### config.mk
export PLATFORM = sky130hd
export DESIGN_NAME = st_link_top
export DESIGN_NICKNAME = d
export VERILOG_FILES = /design/src/common/st_link_pkg.sv /design/src/common/st_link_if.sv /design/src/st_link_tx/st_link_tx.sv /design/src/st_link_rx/st_link_rx_fifo.sv /design/src/verilog/st_link_user.sv /design/src/verilog/st_link_top.sv
export VERILOG_INCLUDE_DIRS = /design/src /design/src/common
export SDC_FILE = /design/constraint.sdc
export NUM_CORES = 1
export LEC_CHECK = 0
export BUFFER_PORTS_ARGS = -buffer_cell sky130_fd_sc_hd__buf_2
export CAP_MARGIN = 20
export CORE_UTILIZATION = 63
export DETAILED_ROUTE_END_ITERATION = 7
export PLACE_DENSITY = 0.82
export SYNTH_ARGS = -nofsm -noshare
export SYNTH_HDL_FRONTEND = slang
export SYNTH_HIERARCHICAL = 1
export SYNTH_SLANG_ARGS = --single-unit
### constraint.sdc
create_clock -name clk_wr -period 12.5 [get_ports clk_wr]
set_input_delay 1.25 -clock clk_wr [delete_from_list [all_inputs] [get_ports clk_wr]]
set_output_delay 1.25 -clock clk_wr [all_outputs]
set_load 0.02 [all_outputs]
### src/common/st_link_cfg.svh
//////////////////////////////////////////////////////////////////////
// Stream link sizing macros
// FIFO depth, credit counter width and debug status width
//////////////////////////////////////////////////////////////////////

`ifndef ST_LINK_CFG_SVH
`define ST_LINK_CFG_SVH

// Receive FIFO entries, also the credit the sender starts with
`define ST_LINK_FIFO_DEPTH 8

// Credit count and FIFO level, must hold 0 up to the depth
`define ST_LINK_CREDIT_W 4

// Debug status word
`define ST_LINK_STATUS_W 16

`endif

### src/common/st_link_pkg.sv
//////////////////////////////////////////////////////////////////////
// Stream link types
// Beat fields, packed link word and consumer FSM states
//////////////////////////////////////////////////////////////////////

package st_link_pkg;

  // AXI-Stream beat fields
  typedef logic [31:0] st_data_t;
  typedef logic [3:0]  st_keep_t;

  // Link word is user bit on top, then keep, then data
  localparam int LINK_WORD_W = 1 + $bits(st_keep_t) + $bits(st_data_t);

  typedef logic [LINK_WORD_W-1:0] link_word_t;

  // Consumer output register state
  // EMPTY means nothing held, HOLD means a beat is on the output
  typedef enum logic {
    EMPTY,
    HOLD
  } user_state_t;

endpackage

### src/common/st_link_if.sv
//////////////////////////////////////////////////////////////////////
// Logic link interface
// Push and word forward, credit back, sender online flag
//////////////////////////////////////////////////////////////////////

`timescale 1ns/1ns

interface st_link_if;
  import st_link_pkg::*;

  // Forward path, one word per push
  logic       push;
  link_word_t word;

  // One pulse per freed receive entry
  logic       credit;

  // Sender online, lets the receiver clear its debug counters
  logic       online;

  modport sender (
    output push,
    output word,
    output online,
    input  credit
  );

  modport receiver (
    input  push,
    input  word,
    input  online,
    output credit
  );

endinterface

### src/st_link_tx/st_link_tx.sv
//////////////////////////////////////////////////////////////////////
// Transmit packer
// Accepts AXI-Stream beats and pushes link words against credit
//////////////////////////////////////////////////////////////////////

`timescale 1ns/1ns
`include "st_link_cfg.svh"

module st_link_tx (
  input  logic                  clk_wr,
  input  logic                  reset,
  input  logic                  tx_online,
  input  st_link_pkg::st_data_t in_tdata,
  input  st_link_pkg::st_keep_t in_tkeep,
  input  logic                  in_tuser,
  input  logic                  in_tvalid,
  output logic                  in_tready,
  st_link_if.sender             link
);

  localparam int DEPTH = `ST_LINK_FIFO_DEPTH;
  localparam int CW    = `ST_LINK_CREDIT_W;

  logic [CW-1:0] credit_cnt;
  logic [CW-1:0] credit_next;
  logic [CW-1:0] credit_left;
  logic          accept;

  // Beat handshake on the input port
  assign accept = in_tvalid && in_tready;

  // Push in flight spends one, returned credit restores one
  assign credit_next = credit_cnt - CW'(link.push) + CW'(link.credit);

  // What remains once the beat taken on this edge is pushed
  assign credit_left = credit_next - CW'(accept);

  assign link.online = tx_online;

  ////////////////////////////////////////////////////////////////////
  // Credit and handshake control
  ////////////////////////////////////////////////////////////////////

  always_ff @(posedge clk_wr) begin
    if (reset) begin
      credit_cnt <= CW'(DEPTH);
      in_tready  <= 1'b0;
      link.push  <= 1'b0;
    end else begin
      credit_cnt <= credit_next;
      // Registered ready, only with a credit not already claimed
      in_tready  <= tx_online && (credit_left != '0);
      // One push per accepted beat, next cycle
      link.push  <= accept;
    end
  end

  ////////////////////////////////////////////////////////////////////
  // Link word register
  ////////////////////////////////////////////////////////////////////

  // Payload only, valid when push is high
  always_ff @(posedge clk_wr) begin
    if (accept) begin
      link.word <= {in_tuser, in_tkeep, in_tdata};
    end
  end

  ////////////////////////////////////////////////////////////////////
  // Checks
  ////////////////////////////////////////////////////////////////////

  // Returned credit never lifts the count past the receiver depth,
  // and a wrap below zero would also land above it
  credit_in_range_a : assert property (
    @(posedge clk_wr) disable iff (reset)
    credit_cnt <= CW'(DEPTH)
  );

  // Never push without a credit held
  push_has_credit_a : assert property (
    @(posedge clk_wr) disable iff (reset)
    link.push |-> (credit_cnt != '0)
  );

endmodule

### src/st_link_rx/st_link_rx_fifo.sv
//////////////////////////////////////////////////////////////////////
// Receive FIFO
// Stores pushed link words, returns one credit per pop,
// reports level, high-water mark and overflow
//////////////////////////////////////////////////////////////////////

`timescale 1ns/1ns
`include "st_link_cfg.svh"

module st_link_rx_fifo (
  input  logic                           clk_wr,
  input  logic                           reset,
  st_link_if.receiver                    link,
  output logic                           fifo_valid,
  output st_link_pkg::link_word_t        fifo_word,
  input  logic                           fifo_pop,
  output logic [`ST_LINK_STATUS_W-1:0]   rx_debug_status
);
  import st_link_pkg::*;

  localparam int DEPTH = `ST_LINK_FIFO_DEPTH;
  localparam int PTR_W = $clog2(DEPTH);
  localparam int LVL_W = `ST_LINK_CREDIT_W;

  link_word_t       mem [DEPTH];
  logic [PTR_W-1:0] wr_ptr;
  logic [PTR_W-1:0] rd_ptr;
  logic [LVL_W-1:0] level;
  logic [LVL_W-1:0] high_water;
  logic             overflow;
  logic             credit_q;
  logic             full;
  logic             wr_en;
  logic             rd_en;

  // Circular pointer step, also fine for a depth that is not a power of 2
  function automatic logic [PTR_W-1:0] ptr_inc(input logic [PTR_W-1:0] ptr);
    return (ptr == PTR_W'(DEPTH - 1)) ? '0 : ptr + 1'b1;
  endfunction

  assign full       = (level == LVL_W'(DEPTH));
  assign wr_en      = link.push && !full;
  assign rd_en      = fifo_pop && fifo_valid;
  assign fifo_valid = (level != '0);
  assign fifo_word  = mem[rd_ptr];

  ////////////////////////////////////////////////////////////////////
  // Storage and pointers
  ////////////////////////////////////////////////////////////////////

  always_ff @(posedge clk_wr) begin
    if (wr_en) begin
      mem[wr_ptr] <= link.word;
    end
  end

  always_ff @(posedge clk_wr) begin
    if (reset) begin
      wr_ptr   <= '0;
      rd_ptr   <= '0;
      level    <= '0;
      credit_q <= 1'b0;
    end else begin
      if (wr_en) wr_ptr <= ptr_inc(wr_ptr);
      if (rd_en) rd_ptr <= ptr_inc(rd_ptr);
      case ({wr_en, rd_en})
        2'b10:   level <= level + 1'b1;
        2'b01:   level <= level - 1'b1;
        default: level <= level;
      endcase
      // Freed entry goes back to the sender
      credit_q <= rd_en;
    end
  end

  assign link.credit = credit_q;

  ////////////////////////////////////////////////////////////////////
  // Debug status
  ////////////////////////////////////////////////////////////////////

  // Counters restart whenever the sender drops offline
  always_ff @(posedge clk_wr) begin
    if (reset || !link.online) begin
      high_water <= '0;
      overflow   <= 1'b0;
    end else begin
      if (level > high_water) high_water <= level;
      // Sticky until offline or reset
      if (link.push && full) overflow <= 1'b1;
    end
  end

  assign rx_debug_status = {{(`ST_LINK_STATUS_W - 2*LVL_W - 1){1'b0}},
                            overflow, high_water, level};

  // Credit flow must keep the sender off a full FIFO
  no_push_full_a : assert property (
    @(posedge clk_wr) disable iff (reset)
    link.push |-> !full
  );

  // Consumer only pops what is there
  no_pop_empty_a : assert property (
    @(posedge clk_wr) disable iff (reset)
    fifo_pop |-> fifo_valid
  );

endmodule

### src/verilog/st_link_user.sv
//////////////////////////////////////////////////////////////////////
// User-side unpacker
// Pops the receive FIFO into an AXI-Stream master register
//////////////////////////////////////////////////////////////////////

`timescale 1ns/1ns

module st_link_user (
  input  logic                    clk_wr,
  input  logic                    reset,
  input  logic                    rx_online,
  input  logic                    fifo_valid,
  input  st_link_pkg::link_word_t fifo_word,
  output logic                    fifo_pop,
  output st_link_pkg::st_data_t   out_tdata,
  output st_link_pkg::st_keep_t   out_tkeep,
  output logic                    out_tuser,
  output logic                    out_tvalid,
  input  logic                    out_tready
);
  import st_link_pkg::*;

  user_state_t state;
  user_state_t state_next;
  link_word_t  out_word;
  logic        drain;

  assign out_tvalid = (state == HOLD);
  assign drain      = out_tvalid && out_tready;

  // Refill when empty or when the held beat leaves on this edge
  assign fifo_pop = rx_online && fifo_valid && ((state == EMPTY) || drain);

  ////////////////////////////////////////////////////////////////////
  // Output register FSM
  ////////////////////////////////////////////////////////////////////

  always_comb begin
    state_next = state;
    case (state)
      EMPTY: if (fifo_pop) state_next = HOLD;
      HOLD:  if (drain && !fifo_pop) state_next = EMPTY;
      default: state_next = EMPTY;
    endcase
  end

  always_ff @(posedge clk_wr) begin
    if (reset) begin
      state <= EMPTY;
    end else begin
      state <= state_next;
    end
  end

  // Held beat, loaded on every pop
  always_ff @(posedge clk_wr) begin
    if (fifo_pop) begin
      out_word <= fifo_word;
    end
  end

  // Unpack user, keep, data
  assign {out_tuser, out_tkeep, out_tdata} = out_word;

  // Beat may not change or vanish while stalled
  out_stable_a : assert property (
    @(posedge clk_wr) disable iff (reset)
    (out_tvalid && !out_tready) |=> (out_tvalid && $stable(out_word))
  );

endmodule

### src/verilog/st_link_top.sv
//////////////////////////////////////////////////////////////////////
// Stream link top level
// Transmit packer, receive FIFO and user-side unpacker
//////////////////////////////////////////////////////////////////////

`timescale 1ns/1ns
`include "st_link_cfg.svh"

module st_link_top (
  input  logic                         clk_wr,
  input  logic                         reset,

  // Link control
  input  logic                         tx_online,
  input  logic                         rx_online,

  // AXI-Stream slave side
  input  st_link_pkg::st_data_t        in_tdata,
  input  st_link_pkg::st_keep_t        in_tkeep,
  input  logic                         in_tuser,
  input  logic                         in_tvalid,
  output logic                         in_tready,

  // AXI-Stream master side
  output st_link_pkg::st_data_t        out_tdata,
  output st_link_pkg::st_keep_t        out_tkeep,
  output logic                         out_tuser,
  output logic                         out_tvalid,
  input  logic                         out_tready,

  // Receive debug
  output logic [`ST_LINK_STATUS_W-1:0] rx_debug_status
);
  import st_link_pkg::*;

  // FIFO to consumer
  logic       fifo_valid;
  logic       fifo_pop;
  link_word_t fifo_word;

  st_link_if link_if ();

  ////////////////////////////////////////////////////////////////////
  // Link blocks
  ////////////////////////////////////////////////////////////////////

  st_link_tx st_link_tx_inst (
    .clk_wr    (clk_wr),
    .reset     (reset),
    .tx_online (tx_online),
    .in_tdata  (in_tdata),
    .in_tkeep  (in_tkeep),
    .in_tuser  (in_tuser),
    .in_tvalid (in_tvalid),
    .in_tready (in_tready),
    .link      (link_if.sender)
  );

  st_link_rx_fifo st_link_rx_fifo_inst (
    .clk_wr          (clk_wr),
    .reset           (reset),
    .link            (link_if.receiver),
    .fifo_valid      (fifo_valid),
    .fifo_word       (fifo_word),
    .fifo_pop        (fifo_pop),
    .rx_debug_status (rx_debug_status)
  );

  st_link_user st_link_user_inst (
    .clk_wr     (clk_wr),
    .reset      (reset),
    .rx_online  (rx_online),
    .fifo_valid (fifo_valid),
    .fifo_word  (fifo_word),
    .fifo_pop   (fifo_pop),
    .out_tdata  (out_tdata),
    .out_tkeep  (out_tkeep),
    .out_tuser  (out_tuser),
    .out_tvalid (out_tvalid),
    .out_tready (out_tready)
  );

endmodule

==> results of run 1 <==
-- metal layers --
metal | global-route usage | part of all wire | up-vias
met4 | 0.1013 | 0.028 | 0
met2 | 0.4337 | 0.53 | 286
met1 | 0.3266 | 0.38 | 3503
met5 | 0 | 0 | -
met3 | 0.04401 | 0.062 | 56
li1 | - | - | 2939
-- registers in the layout, summed over array words and instances (netlist names), 3 cells and up, named ones only --
register / count
st_link_rx_fifo_inst/level: 4
st_link_tx_inst/link.word: 37
st_link_rx_fifo_inst/mem: 296
st_link_rx_fifo_inst/rd_ptr: 3
st_link_rx_fifo_inst/wr_ptr: 3
st_link_rx_fifo_inst/high_water: 4
st_link_tx_inst/credit_cnt: 4
st_link_user_inst/out_word: 37
-- tightest hold or removal path, stage by stage, from the launching register on --
cell	delay [ns]
dfxtp_1	0.33
nand2b_4	0.07
a21oi_2	0.04
-- final cells by class --
cell class              instances  share of cell area
repair buffers                105             0.03333
clock buffers                  48             0.06104
well taps                     313             0.02319
clock inverters                21             0.01341
flip-flops and latches        396              0.6891
multi-input cells             228              0.1766
inverters                      15            0.003333
-- per-stage QoR --
step,util,std cells
final,0.7393,1126
after global routing,0.7393,1126
after CTS,0.7393,1126
after detailed placement,0.6843,1057
after global placement,0.6843,1057
after floorplan,-,671
-- placed cells by master (no fill, tap or decap), drive strengths merged, types with 9 or more instances in the layout --
cell / instances
a21oi: 11
buf: 105
clkbuf: 48
clkinv: 14
dfxtp: 26
edfxtp: 370
ha: 16
inv: 17
mux2: 38
mux4: 74
nand2: 9
nor2: 12
-- how the worst max path moves through the flow --
| stage | startpoint | to | slack (ns) | cells after the start |
|---|---|---|---|---|
| after floorplan | st_link_rx_fifo_inst/level[1]$_SDFFE_PP0P_ | st_link_rx_fifo_inst/mem[0][0]$_DFFE_PP_ | 7.34 | 5 |
| after global placement | out_tready | st_link_rx_fifo_inst/level[2]$_SDFFE_PP0P_ | 9.39 | 12 |
| after detailed placement | out_tready | st_link_rx_fifo_inst/level[3]$_SDFFE_PP0P_ | 9.27 | 10 |
| after CTS | flop | st_link_user_inst/out_word[4]$_DFFE_PP_ | 9.58 | 3 |
| after global routing | flop | st_link_user_inst/out_word[4]$_DFFE_PP_ | 9.43 | 3 |
| final | st_link_rx_fifo_inst/level[1]$_SDFFE_PP0P_ | st_link_rx_fifo_inst/mem[2][1]$_DFFE_PP_ | 9.61 | 4 |
-- power by group through the flow --
stage                     clock, mW  sequential [mW]  combinational, mW
final                          1.15             1.51             0.0872
after global routing           1.22             1.51             0.0942
after global placement            0             1.53             0.0834
after detailed placement          0             1.54             0.0868
after floorplan                   0             1.54             0.0518
after CTS                      1.17             1.51             0.0886
-- cell families (layout without fill, tap and decap cells) --
group	count (synthesis)	in the layout
XOR/XNOR	7	7
other	1	7
adder cells (fa/ha/maj)	17	17
AND/OR/NAND/NOR	55	55
multiplexers	114	114
buffers and inverters	47	189
AO/OA/AOI/OAI	28	28
flip-flops	396	396
==> impl_metrics.toml, run 1 <==
[timing]
hold_ws_ns = 0.4921
slew_violations = 0
finalHoldViolCount = 0
fin_tns_setup_ns = 0
finalSetupViolCount = 0
grt_setup_unrepaired = "no"
worst_slack_ns = 9.607
fmax_mhz = 345.7
maxSlewHeadroom = 0.2238
period_share = 0.2314
timing.final.crit_period_ns = 2.893
tightest_slew_ns = 1.164
skew_ns = 0.02431

[min_path]
min-delay-start = "st_link_user_inst/out_tvalid$_SDFF_PP0_"
hold_end = "st_link_user_inst/out_tvalid$_SDFF_PP0_"
hold_path_depth = 2
hold_class = "reg2reg"

[logic_synthesis]
synth-simple-area-share = 0.02094
synth_edf_count = 370
ys_types = 48
synth_top_family_by_area = "multiplexers"
ys_seq_area_frac = 0.7851
yosys.area_share.adder = 0.01486
synth_ff_type = "edfxtp_1"
syn_area_per_cell_um2 = 22.28
synth_commonest_cells = "edfxtp_1, mux4_2, mux2_2, dfxtp_1, ha_1"
yosysTopAreaCell = "edfxtp_1"
yosysWarningCount = 6
synth_most_common_cell = "edfxtp_1"
synth-compound-area-share = 0.01301
yosysTopAreaCellShare = 0.7499
synth_xor_area_frac = 0.004645
synthMuxAreaShare = 0.1427
synthTopCellsByArea = "edfxtp_1, mux4_2, dfxtp_1"
ys_ff_latch = 396
synthArstFlopShare = 0
synth.cell_area_um2 = 14820
syn_inst = 665

[route]
viasPerCell = 6.025
first_iter_violations = 498
wl_mm = 29.01
drtPass1Iterations = 5
drc = 0
dr_total_vias = 6784
wl_per_cell_um = 25.76
detail-route-antenna-nets = 0

[power_and_ir_drop]
power.density_nw_per_um2 = 162.8
vdd_drop_max_mv = 0.1227
p_int_mw = 2.192
comb_power_share = 0.032
switching_power_mw = 0.5575
cellLeakagePower_nw = 5.513
clockPowerShare = 0.418
pwr-share-seq = 0.550
total_power_mw = 2.750
switching_share = 0.2027

[setup_path]
path_buf_inv = 1
cp_data_arrival_time_ns = 3.05
r2r_start = "st_link_rx_fifo_inst/level[1]$_SDFFE_PP0P_"
critPathKind = "reg2reg"
crit_path_start_kind = "flop"
critPathMaxFanout = 27
worstRegToRegCells = 4
regToRegSetupSlack_ns = 9.61
crit_family = "simple AND/OR/NAND/NOR gates"
worstReg2RegEnd = "st_link_rx_fifo_inst/mem[2][1]$_DFFE_PP_"
critPathRequiredTime_ns = 12.66
critPathCaptureType = "flop"
slowest_stage = "nor3_2"
max_stage_delay_ns = 0.89
cp_cell_sequence = "nor3_1, a21bo_1, nor3_2, buf_4"

[outcome]
status = "finished, final reports clean"

[placement]
placedInstanceArea_um2 = 15630
io_buffers = 90
dp_hpwl_mm = 14.65
place_worst_setup_slack_ns = 9.270
gp_congestion = 0.7763

[cts]
cts.sinks = 396
cts_tree = "done"
cts-root-buf = "clkbuf_16"
cts_buffer_depth = 3
path_clk_slew_ns = 0.06
postCtsSetupBuffers = 0
clk_latency_ns = 0.53
htreeDepth = 2
cts_hold_buf = 0
cts_made_buffers = 39
cts_resized = 0

[floorplan]
core_area_um2 = 22850
start_util = 0.6485
die_h_um = 155.4
die_area_um2 = 24130
row_count = 55
io-pin-count = 98
die_w_um = 155.4

[grt]
grt_pass1_wl_mm = 43.53
first_global_vias = 7341
antenna_found_initial = 0
grt_max_degree = 75
gr-total-overflow = 0
grt.total_usage = 0.2532

[finish]
seq_area_um2 = 11640
fill_cells = 1261
synthToLayoutAreaGrowth_pct = 14.01
final_cell_area_um2 = 16890
fin_nets = 845
insertedDiodeCount = 0
drive_gt1_frac = 0.3592
multi_input_area_um2 = 2983

[run]
max_cap_viol_count = 0
No activity file was read; power rests on OpenSTA's default activity.
==> run 2: changes to the inputs <==
Settings changed: CORE_UTILIZATION 63 to 60, PLACE_DENSITY 0.82 to 0.79.
Clock period 12.5 ns to 2.8 ns, I/O delays scaled along.
==> run 2 against run 1 <==
  * Register-to-register slack lost 9.4 ns
  * Power increased to 4.4 times the previous value
  * Fmax is 10% higher
  * Flip-flop and latch count is the same
  * Combinational power rose to 5.0 times the previous value
  * Non-clock buffer count rose by 48
  * Sequential share of layout area down 1.9 points
  * Core utilization down 2.2 points
  * Clock skew decreased by 0.013 ns
  * First-iteration DRC count is 11% lower
  * Sequential power rose to 4.5 times the previous value
  * Cell area rose by 3.0%
  * Critical path type unchanged
==> impl_metrics.toml, run 2 (synthesized netlist as in run 1, its figures left out) <==
[outcome]
status = "finished, final reports clean"

[power_and_ir_drop]
total_power_mw = 12.00
power.density_nw_per_um2 = 689.9
vdd_drop_max_mv = 0.5225
cellLeakagePower_nw = 5.686

[min_path]
hold_class = "in2reg"
min-delay-start = "out_tready"

[grt]
first_global_vias = 7500
grt.total_usage = 0.2304
antenna_found_initial = 0
grt_max_degree = 39
grt_pass1_wl_mm = 42.77
gr-total-overflow = 0

[floorplan]
row_count = 57
io-pin-count = 98
start_util = 0.6110
die_w_um = 159.1
core_area_um2 = 24250
die_h_um = 159.1
die_area_um2 = 25330

[timing]
slew_violations = 0
tightest_slew_ns = 0.6927
timing.final.crit_period_ns = 2.620
period_share = 0.9359
worst_slack_ns = 0.1796
skew_ns = 0.01155
hold_ws_ns = 0.02597
finalHoldViolCount = 0
grt_setup_unrepaired = "no"
finalSetupViolCount = 0
fin_tns_setup_ns = 0
fmax_mhz = 381.6
maxSlewHeadroom = 0.5382

[finish]
top_register = "st_link_rx_fifo_inst/mem"
final_cell_mix = "edfxtp_1, buf_2, mux4_2"
largest_register_ff_count = 296
synthToLayoutAreaGrowth_pct = 17.40
final_common_cell = "edfxtp_1"
drive_gt1_frac = 0.3542
insertedDiodeCount = 0
fin_nets = 892
fin_cells = 1185
top_regs = "st_link_rx_fifo_inst/mem x296, st_link_tx_inst/link.word x37, st_link_user_inst/out_word x37"

[route]
wl_per_cell_um = 23.64
viasPerCell = 5.871
wl_mm = 28.01
drtPass1Iterations = 5
dr_total_vias = 6957
first_iter_violations = 445
drc = 0
detail-route-antenna-nets = 0

[cts]
htreeDepth = 2
clk_latency_ns = 0.53
cts_made_buffers = 38
cts_tree = "done"
cts_buffer_depth = 3
cts.sinks = 396
cts-root-buf = "clkbuf_16"
path_clk_slew_ns = 0.06
postCtsSetupBuffers = 0

[placement]
dp_hpwl_mm = 15.17
place_worst_setup_slack_ns = 0.2199
io_buffers = 90
place_inst = 1078
gp_congestion = 0.8850

[setup_path]
startpoint = "st_link_rx_fifo_inst/level[3]$_SDFFE_PP0P_"
cp_data_arrival_time_ns = 3.07
critPathRequiredTime_ns = 3.25
r2r_start = "st_link_rx_fifo_inst/level[3]$_SDFFE_PP0P_"
crit_path_start_kind = "flop"
critPathKind = "reg2reg"
critPathMaxFanout = 9
critPathCaptureType = "flop"

[run]
max_cap_viol_count = 0
[run 2: cell types whose count changed in the layout (fill, tap and decap cells not counted), moves of 2 or more]
cell | before | now
dlygate4sd3_1 | 0 | 38
buf_12 | 0 | 5
buf_4 | 15 | 20
dfxtp_1 | 23 | 19
nor3_2 | 4 | 0
nor3_4 | 0 | 4
bufinv_16 | 4 | 1
dfxtp_2 | 1 | 4
clkbuf_1 | 8 | 10
clkinv_1 | 6 | 8
clkinvlp_4 | 1 | 3
inv_6 | 2 | 0
[run 2: worst paths after layout]
kind / to / slack (ns) / cells past startpoint
worst min register to register: st_link_user_inst/out_tvalid$_SDFF_PP0_ / 0.49 / 2
worst max register to register: st_link_rx_fifo_inst/level[2]$_SDFFE_PP0P_ / 0.18 / 12
worst max-delay path: st_link_rx_fifo_inst/level[2]$_SDFFE_PP0P_ / 0.18 / 12
worst min-delay path: st_link_user_inst/out_tvalid$_SDFF_PP0_ / 0.03 / 3
[run 2: final cells by class]
cell class,instances,area [um2]
fillers,1396,6855
flip-flops and latches,396,11650
inverters,15,56.30
clock buffers,51,1064
multi-input cells,228,3023
well taps,324,405.4
clock inverters,18,116.4
repair buffers,153,1081
[run 2: what timing repair did]
item,in CTS,in global routing
endpoints found under the hold margin,38,0
hold buffers,38,0
setup endpoints to repair,0,0
gates resized for setup,0,0
[run 2: power breakdown]
group	leakage, nW	internal, mW	switching (mW)
logic	1.57	0.189	0.250
clock network	0.568	2.77	2.05
registers	3.55	6.63	0.110
total	5.69	9.59	2.41
[run 2: layer usage]
layer / routed length, um / GRT usage
met1: 10760 / 0.2904
met2: 14890 / 0.4113
met3: 1633 / 0.03360
met4: 730 / 0.08173
met5: 0 / 0
[run 2: metrics by stage]
stage | util | cell area (um2)
after floorplan | - | 14890
after global placement | 0.6529 | 15830
after detailed placement | 0.6529 | 15830
after CTS | 0.7173 | 17390
after global routing | 0.7173 | 17390
final | 0.7173 | 17390
[run 2: critical path: stages, from the launching register on]
cell	delay (ns)
dfxtp_2	0.36
or4_4	0.57
nand2_2	0.12
nor2b_4	0.05
nand2_2	0.13
inv_2	0.06
ha_2	0.21
xor2_1	0.15
ha_1	0.19
a21oi_1	0.16
xor2_1	0.10
or3_1	0.31
a21oi_1	0.15
==> run 3: changes to the inputs <==
Settings changed: CAP_MARGIN 20 to default, PLACE_DENSITY 0.79 to 0.83, REMOVE_ABC_BUFFERS from default to 1.
==> run 3 against run 2 <==
  * Sequential share of layout area is 0.058 points higher
  * Sequential power hardly changed
  * Combinational power is essentially flat
  * Register-to-register slack worse by 0.03 ns
  * Cell area decreased by 0.15%
  * Power down 0.31%
  * Critical endpoint unchanged
  * Largest cell class unchanged
==> impl_metrics.toml, run 3 (synthesized netlist as in run 1, its figures left out) <==
[timing]
worst_slack_ns = 0.1489
slew_violations = 0
finalSetupViolCount = 0
finalHoldViolCount = 0
period_share = 0.9468
tightest_slew_ns = 0.6856
timing.final.crit_period_ns = 2.651
fmax_mhz = 377.2
skew_ns = 0.01383
maxSlewHeadroom = 0.5430
grt_setup_unrepaired = "no"

[floorplan]
die_area_um2 = 25330
die_h_um = 159.1
start_util = 0.6110
row_count = 57
core_area_um2 = 24250
die_w_um = 159.1
io-pin-count = 98

[placement]
gp_congestion = 0.7775
io_buffers = 90
dp_hpwl_mm = 14.83
place_worst_setup_slack_ns = 0.1146

[power_and_ir_drop]
power.density_nw_per_um2 = 688.8
cellLeakagePower_nw = 5.718
switching_share = 0.1993
switching_power_mw = 2.384
pwr-share-seq = 0.564
vdd_drop_max_mv = 0.4784
p_int_mw = 9.578
clockPowerShare = 0.399
total_power_mw = 11.96
comb_power_share = 0.037

[setup_path]
critPathKind = "reg2reg"
cp_data_arrival_time_ns = 3.09
critPathCaptureType = "flop"
critPathRequiredTime_ns = 3.24
critPathMaxFanout = 6
worstRegToRegCells = 12
crit_path_start_kind = "flop"

[min_path]
hold_path_depth = 3
hold_class = "in2reg"

[grt]
first_global_vias = 7472
antenna_found_initial = 0
gr-total-overflow = 0
grt_max_degree = 53
grt.total_usage = 0.2321
grt_pass1_wl_mm = 43.20

[cts]
path_clk_slew_ns = 0.06
htreeDepth = 2
cts_tree = "done"
cts-root-buf = "clkbuf_16"
cts_buffer_depth = 3
cts_made_buffers = 39
clk_latency_ns = 0.51
cts.sinks = 396

[route]
viasPerCell = 5.831
wl_per_cell_um = 23.81
drtPass1Iterations = 4
drc = 0
detail-route-antenna-nets = 0
dr_total_vias = 6927
wl_mm = 28.29
first_iter_violations = 595

[finish]
final_cell_mix = "edfxtp_1, buf_2, mux4_2"
final_common_cell = "edfxtp_1"
top_regs = "st_link_rx_fifo_inst/mem x296, st_link_tx_inst/link.word x37, st_link_user_inst/out_word x37"
insertedDiodeCount = 0
top_register = "st_link_rx_fifo_inst/mem"
largest_register_ff_count = 296
drive_gt1_frac = 0.3530
fin_nets = 895
synthToLayoutAreaGrowth_pct = 17.22

[outcome]
status = "finished, final reports clean"

[run]
max_cap_viol_count = 0
-- run 3: repair_timing --
action / in CTS / in global routing
endpoints found under the hold margin: 37 / 0
buffers inserted: 0 / 0
resized for setup: 0 / 2
setup endpoints to repair: 0 / 2
hold buffers: 37 / 0
-- run 3: metrics by stage --
step	hold WS, ns	instances	area [um2]	setup TNS [ns]	util
2_1_floorplan	0.3424	639	14620	-342.06	-
3_3_place_gp	0.4566	1081	15810	0	0.6519
3_5_place_dp	0.4581	1081	15810	0	0.6519
4_1_cts	0.02484	1188	17360	0	0.7159
5_1_grt	0.03375	1188	17370	0	0.7162
6_report	0.04422	1188	17370	0	0.7162
-- run 3: power groups by stage --
| stage | sequential, mW | clock (mW) | combinational [mW] |
|---|---|---|---|
| finish | 6.74 | 4.78 | 0.441 |
| global route | 6.76 | 5.09 | 0.478 |
| CTS | 6.74 | 4.86 | 0.443 |
| detailed placement | 6.86 | 0 | 0.398 |
| global placement | 6.84 | 0 | 0.380 |
| floorplan | 6.86 | 0 | 0.217 |
-- run 3: path summary, 6_finish.rpt --
kind / startpoint / end / slack (ns)
setup / recovery: st_link_rx_fifo_inst/level[3]$_SDFFE_PP0P_ / st_link_rx_fifo_inst/level[2]$_SDFFE_PP0P_ / 0.15
hold / removal: tx_online / st_link_tx_inst/in_tready$_SDFF_PP0_ / 0.04
setup reg to reg: st_link_rx_fifo_inst/level[3]$_SDFFE_PP0P_ / st_link_rx_fifo_inst/level[2]$_SDFFE_PP0P_ / 0.15
hold reg to reg: st_link_rx_fifo_inst/rd_ptr[1]$_SDFFE_PP0N_ / flop / 0.48
-- run 3: per-layer routing --
metal | GRT usage | vias to the layer above | routed length (um)
li1 | - | 3038 | -
met1 | 0.2943 | 3535 | 10970
met2 | 0.4123 | 287 | 14930
met3 | 0.03855 | 67 | 1583
met4 | 0.07474 | 0 | 806
met5 | 0 | - | 0
-- run 3: worst max-delay path, cell delays in order, from the launching register on --
cell and delay, ns:
dfxtp_1 0.32, or4_4 0.57, nand2_2 0.12, nor2b_4 0.05, nand2_2 0.11, inv_1 0.09, ha_2 0.21, xor2_1 0.16
ha_1 0.21, a21oi_1 0.15, xor2_1 0.10, or3_1 0.32, a21oi_1 0.16
-- run 3: cell type report --
class	count	area, um2
Clock buffer	53	1101
Timing Repair Buffer	155	1094
Inverter	15	56.30
Tap cell	324	405.4
Sequential cell	396	11640
Fill cell	1342	6882
Multi-Input combinational cell	228	2989
Clock inverter	17	81.33
